$ cat src/riscv_priv_pkg.sv
// ======================================================================
// RISC-V privilege architecture definitions.
// ======================================================================

package riscv_priv_pkg;

  // Privilege levels as encoded in mstatus.MPP and the core mode.
  // Value 2 is reserved by the spec.
  typedef enum logic [1:0] {
    priv_user       = 2'd0,
    priv_supervisor = 2'd1,
    priv_machine    = 2'd3
  } priv_mode_e;

  // ======================================================================
  // mstatus field positions.
  // ======================================================================

  // Modify privilege, loads and stores use MPP.
  localparam int mstatus_mprv_bit = 17;

  // Previous privilege, two bits wide.
  localparam int mstatus_mpp_lsb  = 11;

  // Supervisor may touch user pages.
  localparam int mstatus_sum_bit  = 18;

  // Make executable pages readable.
  localparam int mstatus_mxr_bit  = 19;

  // ======================================================================
  // satp field widths.
  // ======================================================================

  // Root page table PPN in Sv32 mode.
  localparam int satp_ppn_width   = 22;

endpackage

$ cat src/sv32_pkg.sv
// ======================================================================
// Sv32 page table format and walker types.
// ======================================================================

package sv32_pkg;

  // PTE flag bits.
  localparam int pte_v_bit = 0;
  localparam int pte_r_bit = 1;
  localparam int pte_w_bit = 2;
  localparam int pte_x_bit = 3;
  localparam int pte_u_bit = 4;

  // PPN starts above the flags and RSW bits.
  localparam int pte_ppn_lsb    = 10;

  // PPN[0] must be zero for an aligned megapage.
  localparam int pte_ppn0_width = 10;

  // ======================================================================
  // Page geometry.
  // ======================================================================

  localparam int sv32_page_size         = 4096;
  localparam int sv32_page_offset_width = 12;

  // Each VPN level indexes 1024 entries.
  localparam int sv32_vpn_width         = 10;

  // Sv32 reaches a 34-bit physical space.
  localparam int phys_addr_width        = 34;

  // Size of one PTE in memory.
  localparam int pte_bytes              = 4;

  // ======================================================================
  // FSM states.
  // ======================================================================

  // Page table walker.
  typedef enum logic [1:0] {
    walk_idle,
    walk_read_l1,
    walk_read_l0,
    walk_done
  } walk_state_e;

  // Translation control.
  typedef enum logic {
    xlate_idle,
    xlate_check
  } xlate_state_e;

endpackage

$ cat src/sv32_translate_data_to_physical.sv
`timescale 1ns/1ps

module sv32_translate_data_to_physical
  import riscv_priv_pkg::*, sv32_pkg::*;
(
  input  logic                       clk,
  input  logic                       resetn,
  input  logic [31:0]                address,
  output logic [phys_addr_width-1:0] physical_address,
  input  logic                       is_write,
  output logic                       page_fault,
  input  logic [1:0]                 privilege_mode,
  input  logic [31:0]                mstatus,
  input  logic                       valid,
  output logic                       ready,
  output logic                       walk_valid,
  input  logic                       walk_ready,
  input  logic [31:0]                pte
);

  xlate_state_e state;
  xlate_state_e next_state;

  priv_mode_e eff_priv;
  logic [31:0] leaf;
  logic page_fault_nxt;
  logic ready_nxt;
  logic [phys_addr_width-1:0] physical_address_nxt;
  logic [sv32_page_offset_width-1:0] page_offset;

  // ======================================================================
  // State register.
  // ======================================================================

  always_ff @(posedge clk) begin
    if (!resetn) begin
      state <= xlate_idle;
    end else begin
      state <= next_state;
    end
  end

  // Idle until the walker hands back an entry.
  // The check state always lasts one cycle.
  always_comb begin
    next_state = state;
    case (state)
      xlate_idle:  next_state = walk_ready ? xlate_check : xlate_idle;
      xlate_check: next_state = xlate_idle;
      default:     next_state = xlate_idle;
    endcase
  end

  // ======================================================================
  // Effective privilege.
  // ======================================================================

  // MPRV makes loads and stores act as MPP.
  always_comb begin
    if (mstatus[mstatus_mprv_bit]) begin
      eff_priv = priv_mode_e'(mstatus[mstatus_mpp_lsb +: 2]);
    end else begin
      eff_priv = priv_mode_e'(privilege_mode);
    end
  end

  // ======================================================================
  // Request handling and permission checks.
  // ======================================================================

  always_comb begin
    physical_address_nxt = physical_address;
    page_fault_nxt = page_fault;
    ready_nxt = 1'b0;
    walk_valid = 1'b0;
    leaf = pte;
    page_offset = sv32_page_offset_width'(address & (sv32_page_size - 1));

    case (state)
      xlate_idle: begin
        // Skip the ready cycle, the requester updates valid after it.
        if (valid && !ready) begin
          if (eff_priv == priv_machine) begin
            // No translation in machine mode.
            physical_address_nxt = {2'b00, address};
            page_fault_nxt = 1'b0;
            ready_nxt = 1'b1;
          end else begin
            walk_valid = 1'b1;
          end
        end
      end

      xlate_check: begin
        // MXR lets execute-only pages be read.
        if (mstatus[mstatus_mxr_bit] && pte[pte_x_bit]) begin
          leaf[pte_r_bit] = 1'b1;
        end

        page_fault_nxt = 1'b0;
        if (leaf[pte_w_bit] && !leaf[pte_r_bit]) begin
          // Reserved, write without read.
          page_fault_nxt = 1'b1;
        end else if (eff_priv == priv_supervisor) begin
          // User page needs SUM.
          if (leaf[pte_u_bit] && !mstatus[mstatus_sum_bit]) begin
            page_fault_nxt = 1'b1;
          end else if (is_write ? !leaf[pte_w_bit] : !leaf[pte_r_bit]) begin
            page_fault_nxt = 1'b1;
          end
        end else begin
          // User mode only sees U pages.
          if (!leaf[pte_u_bit]) begin
            page_fault_nxt = 1'b1;
          end else if (is_write ? !leaf[pte_w_bit] : !leaf[pte_r_bit]) begin
            page_fault_nxt = 1'b1;
          end
        end

        // Zero entries land here too and fault on R or W.
        if (page_fault_nxt) begin
          physical_address_nxt = '1;
        end else begin
          physical_address_nxt = {leaf[31:pte_ppn_lsb], page_offset};
        end
        ready_nxt = 1'b1;
      end

      default: ;
    endcase
  end

  // ======================================================================
  // Result registers.
  // ======================================================================

  always_ff @(posedge clk) begin
    if (!resetn) begin
      ready <= 1'b0;
      page_fault <= 1'b0;
      physical_address <= '0;
    end else begin
      ready <= ready_nxt;
      page_fault <= page_fault_nxt;
      physical_address <= physical_address_nxt;
    end
  end

endmodule

$ cat src/sv32_table_walk.sv
`timescale 1ns/1ps

module sv32_table_walk
  import riscv_priv_pkg::*, sv32_pkg::*;
(
  input  logic                       clk,
  input  logic                       resetn,
  input  logic [31:0]                address,
  input  logic [31:0]                satp,
  input  logic                       walk_valid,
  output logic                       walk_ready,
  output logic [31:0]                pte,
  output logic                       mem_valid,
  output logic [phys_addr_width-1:0] mem_addr,
  input  logic                       mem_ready,
  input  logic [31:0]                mem_rdata
);

  walk_state_e state;

  logic [sv32_vpn_width-1:0] vpn1;
  logic [sv32_vpn_width-1:0] vpn0;
  logic [phys_addr_width-1:0] l1_addr;
  logic [phys_addr_width-1:0] l0_addr;
  logic entry_invalid;
  logic entry_leaf;
  logic mega_misaligned;
  logic [31:0] mega_pte;
  logic accept;

  // ======================================================================
  // Address split and entry decode.
  // ======================================================================

  assign vpn1 = address[sv32_page_offset_width + sv32_vpn_width +: sv32_vpn_width];
  assign vpn0 = address[sv32_page_offset_width +: sv32_vpn_width];

  // Root table base comes from satp.
  assign l1_addr = {satp[satp_ppn_width-1:0], {sv32_page_offset_width{1'b0}}}
                 + phys_addr_width'(vpn1 * pte_bytes);

  // Second level base is the pointer entry's PPN.
  assign l0_addr = {mem_rdata[31:pte_ppn_lsb], {sv32_page_offset_width{1'b0}}}
                 + phys_addr_width'(vpn0 * pte_bytes);

  // V clear, or W without R.
  assign entry_invalid = !mem_rdata[pte_v_bit]
                       || (mem_rdata[pte_w_bit] && !mem_rdata[pte_r_bit]);

  // R or X marks a leaf, else a pointer.
  assign entry_leaf = mem_rdata[pte_r_bit] || mem_rdata[pte_x_bit];

  // Megapage needs PPN[0] of zero.
  assign mega_misaligned = |mem_rdata[pte_ppn_lsb +: pte_ppn0_width];

  // Fold VPN[0] into PPN[0] so the translator sees a 4 KiB mapping.
  always_comb begin
    mega_pte = mem_rdata;
    mega_pte[pte_ppn_lsb +: pte_ppn0_width] = vpn0;
  end

  // Ignore walk_valid in the cycle of our own ready pulse.
  assign accept = (state == walk_idle) && walk_valid && !walk_ready;

  // ======================================================================
  // Walk FSM.
  // ======================================================================

  always_ff @(posedge clk) begin
    if (!resetn) begin
      state <= walk_idle;
      mem_valid <= 1'b0;
      walk_ready <= 1'b0;
    end else begin
      walk_ready <= 1'b0;
      case (state)
        walk_idle: begin
          if (accept) begin
            mem_valid <= 1'b1;
            state <= walk_read_l1;
          end
        end

        walk_read_l1: begin
          // Wait here for memory as long as it takes.
          if (mem_ready) begin
            if (entry_invalid || entry_leaf) begin
              mem_valid <= 1'b0;
              state <= walk_done;
            end else begin
              // Pointer, keep mem_valid up for level 0.
              state <= walk_read_l0;
            end
          end
        end

        walk_read_l0: begin
          if (mem_ready) begin
            mem_valid <= 1'b0;
            state <= walk_done;
          end
        end

        walk_done: begin
          walk_ready <= 1'b1;
          state <= walk_idle;
        end

        default: state <= walk_idle;
      endcase
    end
  end

  // ======================================================================
  // Memory address and result entry.
  // ======================================================================

  always_ff @(posedge clk) begin
    case (state)
      walk_idle: begin
        if (accept) begin
          mem_addr <= l1_addr;
        end
      end

      walk_read_l1: begin
        if (mem_ready) begin
          if (entry_invalid) begin
            pte <= '0;
          end else if (entry_leaf) begin
            pte <= mega_misaligned ? '0 : mega_pte;
          end else begin
            mem_addr <= l0_addr;
          end
        end
      end

      walk_read_l0: begin
        // Level 0 must end in a leaf.
        if (mem_ready) begin
          if (entry_invalid || !entry_leaf) begin
            pte <= '0;
          end else begin
            pte <= mem_rdata;
          end
        end
      end

      default: ;
    endcase
  end

endmodule

$ cat src/sv32_data_mmu.sv
`timescale 1ns/1ps

module sv32_data_mmu
  import sv32_pkg::*;
(
  input  logic                       clk,
  input  logic                       resetn,
  input  logic                       valid,
  output logic                       ready,
  input  logic [31:0]                address,
  input  logic                       is_write,
  input  logic [1:0]                 privilege_mode,
  input  logic [31:0]                mstatus,
  input  logic [31:0]                satp,
  output logic [phys_addr_width-1:0] physical_address,
  output logic                       page_fault,
  output logic                       mem_valid,
  output logic [phys_addr_width-1:0] mem_addr,
  input  logic                       mem_ready,
  input  logic [31:0]                mem_rdata
);

  // ======================================================================
  // Translator to walker handshake.
  // ======================================================================

  logic walk_valid;
  logic walk_ready;
  logic [31:0] pte;

  // Privilege resolution and permission checks.
  sv32_translate_data_to_physical u_translate (
    .clk              (clk),
    .resetn           (resetn),
    .address          (address),
    .physical_address (physical_address),
    .is_write         (is_write),
    .page_fault       (page_fault),
    .privilege_mode   (privilege_mode),
    .mstatus          (mstatus),
    .valid            (valid),
    .ready            (ready),
    .walk_valid       (walk_valid),
    .walk_ready       (walk_ready),
    .pte              (pte)
  );

  // Two-level walk over the page-table memory port.
  sv32_table_walk u_table_walk (
    .clk        (clk),
    .resetn     (resetn),
    .address    (address),
    .satp       (satp),
    .walk_valid (walk_valid),
    .walk_ready (walk_ready),
    .pte        (pte),
    .mem_valid  (mem_valid),
    .mem_addr   (mem_addr),
    .mem_ready  (mem_ready),
    .mem_rdata  (mem_rdata)
  );

endmodule

$ cat config.mk
export PLATFORM = sky130hd
export DESIGN_NAME = sv32_data_mmu
export DESIGN_NICKNAME = d
export VERILOG_FILES = /design/src/riscv_priv_pkg.sv /design/src/sv32_pkg.sv /design/src/sv32_translate_data_to_physical.sv /design/src/sv32_table_walk.sv /design/src/sv32_data_mmu.sv
export SDC_FILE = /design/constraint.sdc
export NUM_CORES = 1
export LEC_CHECK = 0
export BUFFER_PORTS_ARGS = -buffer_cell sky130_fd_sc_hd__buf_2
export CORE_ASPECT_RATIO = 0.5
export CORE_UTILIZATION = 40
export DETAILED_ROUTE_END_ITERATION = 8
export HOLD_SLACK_MARGIN = 0.08
export PLACE_DENSITY_LB_ADDON = 0.08
export SLEW_MARGIN = 15
export SYNTH_ARGS = -nofsm -noshare
export SYNTH_HDL_FRONTEND = slang
export SYNTH_SLANG_ARGS = --single-unit
$ cat constraint.sdc
create_clock -name clk -period 4.2 [get_ports clk]
set_clock_uncertainty 0.1 [all_clocks]
set_input_delay 1.26 -clock clk [delete_from_list [all_inputs] [get_ports clk]]
set_output_delay 1.26 -clock clk [all_outputs]
set_load 0.05 [all_outputs]
* Word level (Yosys, flattened, before mapping)
Index checks and enable logic that the tools add are counted.
Widths: inputs -> output; s select.
** Word-level totals
- Bits in registers :: 107
- Word-level logic and storage cells :: 103
- Output and inout port bits :: 71
- Bits of input ports :: 135
** Operators by class
- $add $sub $neg :: 2
- Mux-type cells :: 48
- Equal/unequal tests :: 14
- Reduce and logical (&&, ||, !) cells :: 29
- Bitwise logic cells :: 1
** Operators with widths (number)
- $mux 34 :: 7
- $mux 32 :: 6
- $pmux 34 s2 :: 2
- $add 34x12->34 :: 2
- $pmux 32 s2 :: 1
- $mux 1 :: 23
- $reduce_and 5->1 :: 2
- $reduce_or 10->1 :: 1
- $logic_not 1->1 :: 8
- $mux 2 :: 4
- $ne 2x1->1 const B :: 4
- $ne 2x2->1 const B :: 4
- $pmux 2 s4 :: 1
- $logic_and 1x1->1 :: 7
- $eq 2x2->1 const B :: 3
- $pmux 1 s2 :: 3
- $eq 2x1->1 const B :: 2
- $logic_or 1x1->1 :: 4
- $reduce_and 4->1 :: 1
- $reduce_bool 2->1 :: 2
- $ne 3x1->1 const B :: 1
- $pmux 1 s3 :: 1
- $reduce_and 3->1 :: 1
- $reduce_bool 3->1 :: 1
- other kinds (3) :: 3

* Depth between registers and ports, before layout
Gate-level depths: netlist of run 1.
- Depth in word-level cells :: 12
- Gate-level depth with buffers :: 8
- Gate-level depth less buffers :: 6

* Modules after synthesis
A second synthesis of run 1 with hierarchy kept.
** Unflattened totals
- Cells, all modules :: 415
- Area, all modules :: 5034.8 um^2
** Modules (own cells, without submodules)
- sv32_table_walk :: cells each 181, area each 2971.6 um^2, sequential area each 2001.9 um^2, times used 1
- sv32_translate_data_to_physical :: cells each 234, area each 2063.2 um^2, sequential area each 740.7 um^2, times used 1

* Worst setup path before layout of run 1
No wires, ideal clock.
- Path kind :: input to register
- Start point :: in mem_rdata[2]
- End point :: reg u_table_walk.mem_addr[10], enable pin
- Data arrival time :: 3.340 ns
- Path slack :: 0.339 ns
- Setup time :: 0.421 ns
- Data required time :: 3.679 ns
- Buffers on the path :: 0
- Stages :: 4
- Cells stage by stage :: or4b_1 -> nor2_1 -> a21oi_1 -> nor2_1
** Between the ends
- Cells in the longest elaborated chain, start to end :: 4
** RTL lines
- from (decl) :: RTL line sv32_data_mmu.sv:20 : input logic [31:0] mem_rdata
- $logic_and 1x1->1 :: RTL line sv32_table_walk.sv:48 : || (mem_rdata[pte_w_bit] && !mem_rdata[pte_r_bit]);
- $logic_or 1x1->1 :: RTL line sv32_table_walk.sv:48
- $ne 2x2->1 (no source line)
- $reduce_and 5->1 (no source line)
- to (signal assigned) :: RTL line sv32_table_walk.sv:122 : mem_addr <= l1_addr;
- to (signal assigned) :: RTL line sv32_table_walk.sv:133 : mem_addr <= l0_addr;
- to (decl) :: RTL line sv32_table_walk.sv:14 : output logic [phys_addr_width-1:0] mem_addr,
Every way passes these cells.
A chain may end at the register's enable or synchronous reset.

* Worst setup path after layout of run 1
- Start point :: in mem_rdata[19]
- End point :: reg u_table_walk.pte[29], data pin
** Between the ends
- Cells in the longest elaborated chain, start to end :: 6
** RTL lines
- $reduce_or 10->1 :: RTL line sv32_table_walk.sv:54 : assign mega_misaligned = |mem_rdata[pte_ppn_lsb +: pte_ppn0_width];
- $mux 32 :: RTL line sv32_table_walk.sv:131 : pte <= mega_misaligned ? '0 : mega_pte;
- $mux 32 :: RTL line sv32_table_walk.sv:130 : end else if (entry_leaf) begin
- $mux 32 :: RTL line sv32_table_walk.sv:128 : if (entry_invalid) begin
- $mux 32 :: RTL line sv32_table_walk.sv:127 : if (mem_ready) begin
- $pmux 32 s2 :: RTL line sv32_table_walk.sv:119 : case (state)
- to (signal assigned) :: RTL line sv32_table_walk.sv:131
- to (signal assigned) :: RTL line sv32_table_walk.sv:144 : pte <= mem_rdata;
- to (decl) :: RTL line sv32_table_walk.sv:12 : output logic [31:0] pte,
Every way passes these cells. The select of a mux whose other input is x is not followed.

==> flow_summary.ini, run 1 <==
[cts]
clk_pin_slew_ns = 0.08
root_buffer = clkbuf_16
cts_sinks = 99
ctsHoldBuffers = 0
post_cts_buffers = 0
cts_tree = yes
cts_resized = 0
cts_buffer_depth = 2
cts-htree-levels = 3
clock_latency_ns = 0.35
cts_made_buffers = 9

[floorplan]
fp.dieH_um = 76.32
design.core.area_um2 = 10480
die_x_um = 150.6
dieArea_um2 = 11490
io_pins = 206
start_util_pct = 42.18
row_count = 26

[layout]
multi_input_area_um2 = 1703
layout_commonest_cell = buf_2
fill_cells = 946
mostFrequentLayoutCells = 161 x buf_2, 58 x edfxtp_1, 41 x dfxtp_1
layout-drive-gt1-share_pct = 51.02
layout.area.seq_um2 = 2562
stdcell_count = 628
post-route-util_pct = 53.68
area_delta_synth_final_pct = 27.27
nets = 623
diodes = 0

[timing]
fmax_mhz = 331.5
slew_headroom_pct = 46.56
worst_pin_slew_ns = 0.7987
fin_setup_tns_ns = 0
period_share_pct = 71.83
rsz0062_at_grt = false
slew_viol_final = 0
hold_ws_ns = 0.3715
finalSetupViolations = 0
hold_viol_final = 0
min_period_ns = 3.017

[grt]
grt.overflow.total = 0
grt_pass1_wl_um = 16800
grtUsageTotal_pct = 19.40
grt_start_max_net_pins = 27
grt_pass1_vias = 3210
antenna_found_initial = 0

[setup_path]
path_max_fanout = 14
required_ns = 4.32
crit_arrival_ns = 3.14
critPathKind = input pin to register
critPathCaptureType = register
path_buf_inv = 1
crit_chain = buf_2, nor4_1, nand4_1, a21oi_2, and2_1
crit_path_start_kind = input pin
cp_top_family = simple AND/OR/NAND/NOR gates
r2r_slack_ns = 1.43
slowest_stage = nor4_1
max_stage_delay_ns = 0.67

[placed_design]
portBuffers = 161
dp_hpwl_um = 7744
placed_cells = 612
gp_congestion = 0.7409

[job]
cap_violations = 0

[drt]
drt_first_pass_iters = 4
wl_per_cell_um = 17.50
via_count = 3315
ant_nets = 0
viasPerCell = 5.279
drt_iter0_drc = 179
route.detailed.drc = 0
wl_um = 10990

[pwr]
leakage_uw = 0.002391
power.total_uw = 4113
p_per_area_nw_per_um2 = 731.5
ir_drop_v = 0.0003721

[logic_synthesis]
synth_cells = 328
synth_edf_count = 58
synth_area_um2 = 4418
ys_seq_area_share_pct = 58.00
synth_flop_cell = edfxtp_1
synth-seq-cells = 99
syn_area_per_cell_um2 = 13.47
synthArstFlopShare_pct = 0
synth_warnings = 0
ys_types = 54

[run_status]
outcome = finished, final reports clean

[hold_path]
hp-class = register to register
## per-layer routing
layer	routed length [um]	global-route usage (%)	up-vias
met1	5108	26.37	1614
met2	4985	30.55	115
met4	65	3.700	0
li1	-	-	1578
met3	831	5.988	8
met5	0	0	-
## worst paths after layout
path                                             start  cells after the start                      to
worst max register to register   u_table_walk.state[1]                      7    u_table_walk.pte[11]
worst min register to register  u_table_walk.mem_valid                      2  u_table_walk.mem_valid
worst max-delay path                     mem_rdata[19]                      5    u_table_walk.pte[29]
worst min-delay path            u_table_walk.mem_valid                      2  u_table_walk.mem_valid
## registers in the layout (all words and copies together) (netlist names), 2 cells and up
signal / count
u_translate.physical_address: 34
u_table_walk.mem_addr: 32
u_table_walk.pte: 26
u_table_walk.state: 2
## worst min-delay path, delay by kind of cell, from the launching register on
family,cells,cell delay [ns]
AOI/OAI and AO/OA,2,0.12
DFF,1,0.31
## report_power, final
part	switching [uW]	internal [uW]	leakage, uW	total, uW
logic	1230	468	0.00136	1690
clock network	402	420	0.000139	822
registers	90.5	1510	0.000889	1600
total	1720	2400	0.00239	4110
## through the flow
step,area [um^2],setup slack [ns]
global placement,5326,0.8341
detailed placement,5326,0.8473
floorplan,4422,0.3391
CTS,5623,1.215
global route,5623,1.043
finish,5623,1.183
## layout make-up
| class | instances | area share (%) |
|---|---|---|
| Clock buffer | 9 | 4.005 |
| Clock inverter | 7 | 1.268 |
| Inverter | 8 | 0.5340 |
| Multi-Input combinational cell | 199 | 30.28 |
| Sequential cell | 99 | 45.57 |
| Tap cell | 140 | 3.115 |
| Timing Repair Buffer | 166 | 15.22 |
## cells by family (layout without fill, tap and decap cells)
group                      count (synthesis)  after routing  synth area share, %
adders and majority gates                  5              5                1.416
AOI/OAI and AO/OA                         81             81                15.09
DFF                                       99             99                58.00
muxes                                     52             52                13.25
other                                      1              2              0.08488
and+or+nand+nor                           59             59                8.326
buffers and inverters                     31            190                3.823
## cells in the mapped netlist, types with 2 or more instances
cell       n  area (um^2)
a22o_1    10        87.58
a21oi_1    6        30.03
edfxtp_1  58         1742
buf_6      5        56.30
clkbuf_1  10        37.54
o31ai_1    2        15.01
o221a_1    4        45.04
o211a_1    2        20.02
nor2b_1    4        25.02
dfxtp_1   41        820.8
o221a_2   16        180.2
nand3_1   15        75.07
a211oi_1   2        15.01
a21o_1     2        15.01
buf_1      2        7.510
nand2b_1   2        12.51
nor4_1     2        12.51
a31oi_1   12        75.07
and2_1    17        106.4
mux2_1    13        146.4
o21ai_0   14        70.07
inv_1      7        26.28
buf_4      3        22.52
buf_2      2        10.01
mux2_2    39        439.2
ha_1       5        62.56
nor2_1     6        22.52
Power figures use the tool's default switching activity.
==> run 2, diff against run 1 <==
==> constraint.sdc (replaced) <==
create_clock -name clk -period 3.05 [get_ports clk]
set_clock_uncertainty 0.1 [all_clocks]
set_input_delay 0.915 -clock clk [delete_from_list [all_inputs] [get_ports clk]]
set_output_delay 0.915 -clock clk [all_outputs]
set_load 0.05 [all_outputs]
==> run 2 against run 1 <==
  * Via count fell by 0.90%
  * Wire length down 0.31%
  * Critical path depth is the same
  * Die area unchanged
  * Critical endpoint unchanged
  * Largest power group unchanged
==> flow_summary.ini, run 2 (synthesis results as in run 1) <==
[timing]
min_period_ns = 2.310
slew_viol_final = 0
fmax_mhz = 432.9
period_share_pct = 75.74
worst_pin_slew_ns = 0.8080
finalSetupViolations = 0
slew_headroom_pct = 45.93
rsz0062_at_grt = false
fin_setup_tns_ns = 0
hold_viol_final = 0
setup_ws_ns = 0.7400

[hold_path]
min_to = u_translate.page_fault
hp-start = u_translate.page_fault
hp-class = register to register
min_path_cells = 2

[setup_path]
critPathCaptureType = register
path_max_fanout = 22
worstRegToRegCells = 4
crit_chain = buf_2, or4b_1, a22oi_1, nor2b_2, buf_12
path_buf_inv = 2
required_ns = 3.04
cp_top_family = simple AND/OR/NAND/NOR gates
r2r-end = u_table_walk.mem_addr[26]
r2r_slack_ns = 0.97
max_stage_delay_ns = 0.58
crit_arrival_ns = 2.30
slowest_stage = or4b_1
critPathKind = input pin to register
crit_path_start_kind = input pin
r2r-start = u_table_walk.state[1]

[layout]
layout_commonest_cell = buf_2
layout-drive-gt1-share_pct = 51.72
area_delta_synth_final_pct = 29.65
diodes = 0
fill_cells = 971
nets = 630
largest_reg_flops = 34
top_register = u_translate.physical_address
reg_top3 = u_translate.physical_address: 34 flops, u_table_walk.mem_addr: 32 flops, u_table_walk.pte: 26 flops
mostFrequentLayoutCells = 161 x buf_2, 58 x edfxtp_1, 41 x dfxtp_1

[floorplan]
design.core.area_um2 = 10480
io_pins = 206
fp.dieH_um = 76.32
row_count = 26
start_util_pct = 42.18
dieArea_um2 = 11490
die_x_um = 150.6

[placed_design]
dp_hpwl_um = 7524
portBuffers = 161
gp_congestion = 0.7710
place_ws_ns = 0.3981

[drt]
via_count = 3285
drt_iter0_drc = 175
drt_first_pass_iters = 4
viasPerCell = 5.173
ant_nets = 0
wl_per_cell_um = 17.25
route.detailed.drc = 0
wl_um = 10960

[grt]
grt_pass1_wl_um = 17150
grt.overflow.total = 0
grtUsageTotal_pct = 19.60
antenna_found_initial = 0
grt_start_max_net_pins = 33
grt_pass1_vias = 3231

[pwr]
leakage_uw = 0.002450
power.total_uw = 5814
ir_drop_v = 0.0004864
p_per_area_nw_per_um2 = 1015

[job]
cap_violations = 0

[cts]
cts_buffer_depth = 2
post_cts_buffers = 0
cts_resized = 0
clock_latency_ns = 0.34
cts-htree-levels = 3
cts_made_buffers = 9
clk_pin_slew_ns = 0.07
cts_sinks = 99
root_buffer = clkbuf_16
ctsHoldBuffers = 0
cts_tree = yes

[run_status]
outcome = finished, final reports clean
-- run 2: cell types whose count changed in the layout (fill, tap and decap cells not counted) --
cell / change
clkinv_4: +1
buf_4: +5
bufinv_16: +2
clkinvlp_4: -1
buf_12: +2
inv_8: -2
clkinv_8: -1
clkinv_2: +1
-- run 2: worst max path at each step --
| stage | from | to | slack [ns] | depth (start not counted) |
|---|---|---|---|---|
| 2_1_floorplan | mem_rdata[2] | u_table_walk.mem_addr[10] | 0.07 | 4 |
| 3_3_place_gp | mem_rdata[2] | u_table_walk.pte[16] | 0.39 | 5 |
| 3_5_place_dp | mem_rdata[2] | u_table_walk.pte[16] | 0.40 | 5 |
| 4_1_cts | mem_rdata[2] | u_table_walk.pte[12] | 0.76 | 5 |
| 5_1_grt | mem_rdata[2] | u_table_walk.pte[15] | 0.68 | 5 |
| 6_report | mem_rdata[2] | u_table_walk.pte[29] | 0.74 | 5 |
-- run 2: power breakdown --
group	internal, uW	switching, uW	total [uW]
combinational	687	1690	2370
clock	725	515	1240
sequential	2070	126	2200
total	3490	2330	5810
-- run 2: area by class of cell --
type                    count  area, um^2  area share [%]
clock buffers               9       225.2           3.932
clock inverters             7       98.84           1.726
inverters                   8       30.03          0.5242
multi-input cells         199        1703           29.73
flip-flops and latches     99        2562           44.74
well taps                 140       175.2           3.058
repair buffers            173       933.4           16.30
-- run 2: per-layer routing --
layer  wire length (um)  up-vias  GRT usage, %
met5                  0        -             0
met4                 61        0         3.900
met3                828        7         6.048
met2               4938      104         30.28
met1               5127     1587         27.08
li1                   -     1587             -
-- run 2: worst reg2reg max path: stages, from the launching register on --
cell and delay, ns:
dfxtp_1 0.34, inv_1 0.13, ha_2 0.47, buf_4 0.39, mux2_2 0.39
-- run 2: per-stage QoR --
step / hold slack (ns) / std cells / instance area (um^2) / utilization, %
2_1_floorplan: 0.3608 / 329 / 4424 / -
3_3_place_gp: 0.3525 / 619 / 5404 / 51.59
3_5_place_dp: 0.3548 / 619 / 5404 / 51.59
4_1_cts: 0.3647 / 635 / 5728 / 54.68
5_1_grt: 0.4086 / 635 / 5728 / 54.68
6_report: 0.3639 / 635 / 5728 / 54.68
==> run 3, diff against run 2 <==
--- a/config.mk
+++ b/config.mk
@@ -5,6 +5,7 @@
 export SDC_FILE = /design/constraint.sdc
 export NUM_CORES = 1
 export LEC_CHECK = 0
+export ABC_AREA = 1
 export BUFFER_PORTS_ARGS = -buffer_cell sky130_fd_sc_hd__buf_2
 export CORE_ASPECT_RATIO = 0.5
 export CORE_UTILIZATION = 40
==> constraint.sdc (replaced) <==
create_clock -name clk -period 2.1 [get_ports clk]
set_clock_uncertainty 0.1 [all_clocks]
set_input_delay 0.63 -clock clk [delete_from_list [all_inputs] [get_ports clk]]
set_output_delay 0.63 -clock clk [all_outputs]
set_load 0.05 [all_outputs]
==> run 3 against run 2 <==
  * Area after synthesis increased by 9.9%
  * Die area is 9.7% higher
  * Design area increased by 8.2%
  * Critical path type is now register to register
  * Non-clock buffer count up 12
  * Largest cell class unchanged
  * Synthesized cell count increased by 76%
  * Sequential power up 53%
  * Via count rose by 26%
  * First-iteration DRC count rose by 71%
  * Wire length increased by 15%
  * Critical path depth up 3
  * Register-to-register slack got worse by 0.82 ns
  * Combinational power is 71% higher
==> flow_summary.ini, run 3 <==
[cts]
cts_resized = 0
cts_tree = yes
cts_sinks = 99
clk_pin_slew_ns = 0.06
clock_latency_ns = 0.34
cts_buffer_depth = 2
ctsHoldBuffers = 0
cts_made_buffers = 9
root_buffer = clkbuf_16
cts-htree-levels = 3
post_cts_buffers = 0

[timing]
fmax_mhz = 511.7
finalSetupViolations = 0
slew_headroom_pct = 59.42
slew_viol_final = 0
setup_ws_ns = 0.1459
worst_pin_slew_ns = 0.6087
rsz0062_at_grt = false
fin_setup_tns_ns = 0
hold_viol_final = 0
min_period_ns = 1.954
hold_ws_ns = 0.3548
period_share_pct = 93.05

[grt]
grt_start_max_net_pins = 36
grtUsageTotal_pct = 20.62
grt_pass1_wl_um = 19350
antenna_found_initial = 0
grt.overflow.total = 0
grt_pass1_vias = 3669

[logic_synthesis]
ys_top_cells_by_area = edfxtp_1 36%, dfxtp_1 17%, nand2_1 13%
synth_most_common_cell = nand2_1
synth_warnings = 0
synth_xor_area_share_pct = 0
synth_area_leader_cell = edfxtp_1
ys_top_cells_by_count = 165 x nand2_1, 94 x nor2_1, 58 x edfxtp_1, 54 x inv_1, 41 x dfxtp_1
synth_edf_count = 58
synth-seq-cells = 99
ys_seq_area_share_pct = 52.77
synth_cells = 576
synthArstFlopShare_pct = 0
synth_adder_area_share_pct = 1.288
synth_top_family_by_area = simple AND/OR/NAND/NOR gates
syn_area_per_cell_um2 = 8.430
synth-simple-area-share_pct = 24.66
synth_top_area_share_pct = 35.87
synth_flop_cell = edfxtp_1
synth_area_um2 = 4856
synth_compound_area_share_pct = 11.31
synth.mux.area_fraction_pct = 0.6184
ys_types = 31

[layout]
nets = 881
fill_cells = 1177
diodes = 0
layout_commonest_cell = nand2_1
layout-drive-gt1-share_pct = 34.05
top_register = u_translate.physical_address
reg_top3 = u_translate.physical_address: 34 flops, u_table_walk.mem_addr: 32 flops, u_table_walk.pte: 26 flops
mostFrequentLayoutCells = 165 x nand2_1, 161 x buf_2, 93 x nor2_1
largest_reg_flops = 34
area_delta_synth_final_pct = 27.67

[floorplan]
dieArea_um2 = 12610
start_util_pct = 41.13
io_pins = 206
die_x_um = 157.8
fp.dieH_um = 79.91
row_count = 28
design.core.area_um2 = 11810

[hold_path]
hp-start = u_table_walk.walk_ready
hp-class = register to register
min_path_cells = 2
min_to = u_translate.state

[setup_path]
critPathKind = register to register
r2r-end = u_table_walk.pte[11]
r2r_slack_ns = 0.15
required_ns = 2.05
path_max_fanout = 26
crit_path_start_kind = register
crit_arrival_ns = 1.90
r2r-start = u_table_walk.state[1]
worstRegToRegCells = 8
critPathCaptureType = register

[pwr]
p_per_area_nw_per_um2 = 1458
ir_drop_v = 0.0006733
leakage_uw = 0.002990

[placed_design]
dp_hpwl_um = 9329
gp_congestion = 0.8172
place_ws_ns = 0.04307
portBuffers = 161

[drt]
wl_per_cell_um = 13.79
wl_um = 12560
route.detailed.drc = 0
drt_iter0_drc = 300
viasPerCell = 4.527
ant_nets = 0
drt_first_pass_iters = 5
via_count = 4124

[job]
cap_violations = 0

[run_status]
outcome = finished, final reports clean
==> run 3: changes by cell type after synthesis, sizes merged, moves of 4 or more <==
cell | previous run | this run
and2 | 17 | 0
a21oi | 7 | 39
o21ai | 15 | 30
o31ai | 2 | 10
nor2b | 4 | 0
nor2 | 7 | 95
nand2 | 1 | 175
o221a | 20 | 0
a31oi | 12 | 0
a22o | 10 | 1
buf | 12 | 23
mux2 | 52 | 0
inv | 7 | 61
==> run 3: logic make-up after synthesis <==
logic type / Yosys count
and+or+nand+nor: 295
DFF: 99
buffers and inverters: 93
AOI/OAI and AO/OA: 80
adders and majority gates: 5
muxes: 3
other: 1
==> run 3: power by group <==
part	total, uW	switching [uW]	internal [uW]
combinational	4060	3010	1050
clock	1610	701	910
sequential	3360	261	3100
==> run 3: worst max path at each step <==
stage	from	to
5_1_grt	u_table_walk.state[1]	u_table_walk.pte[17]
4_1_cts	u_table_walk.state[1]	u_table_walk.pte[20]
6_report	u_table_walk.state[1]	u_table_walk.pte[11]
2_1_floorplan	mem_rdata[1]	u_table_walk.mem_addr[10]
3_3_place_gp	mem_rdata[1]	u_table_walk.mem_addr[31]
3_5_place_dp	mem_rdata[1]	u_table_walk.mem_addr[16]
==> run 3: metal layers <==
layer | global-route usage [%] | up-vias | share of wire [%]
met3 | 5.863 | 6 | 8.5
met2 | 29.07 | 149 | 40
met5 | 0 | - | 0
met1 | 30.76 | 1812 | 51
li1 | - | 2157 | -
met4 | 4.078 | 0 | 0.35
==> run 3: final cells by class <==
type	count	area (um^2)	share of cell area, %
sequential	99	2562	41.33
clock inverter	3	21.27	0.3431
clock buffer	13	271.5	4.379
timing repair buffer	185	1049	16.91
tap	165	206.4	3.330
multi-input combinational	385	1854	29.91
inverter	61	235.2	3.794
==> run 3: worst max-delay path: stages, from the launching register on <==
cell     delay, ns
dfxtp_1       0.42
inv_1         0.11
ha_1          0.25
inv_2         0.17
a21oi_1       0.12
inv_2         0.09
nand2_1       0.08
nor2_4        0.11
buf_12        0.19
==> run 3: per-stage QoR <==
stage               area, um^2  utilization (%)  instances  power, uW
floorplan                 4871                -        577       6221
global placement          5907            50.03        895       7469
detailed placement        5907            50.03        895       7492
CTS                       6200            52.51        911       9130
global route              6200            52.51        911       9549
finish                    6200            52.51        911       9041
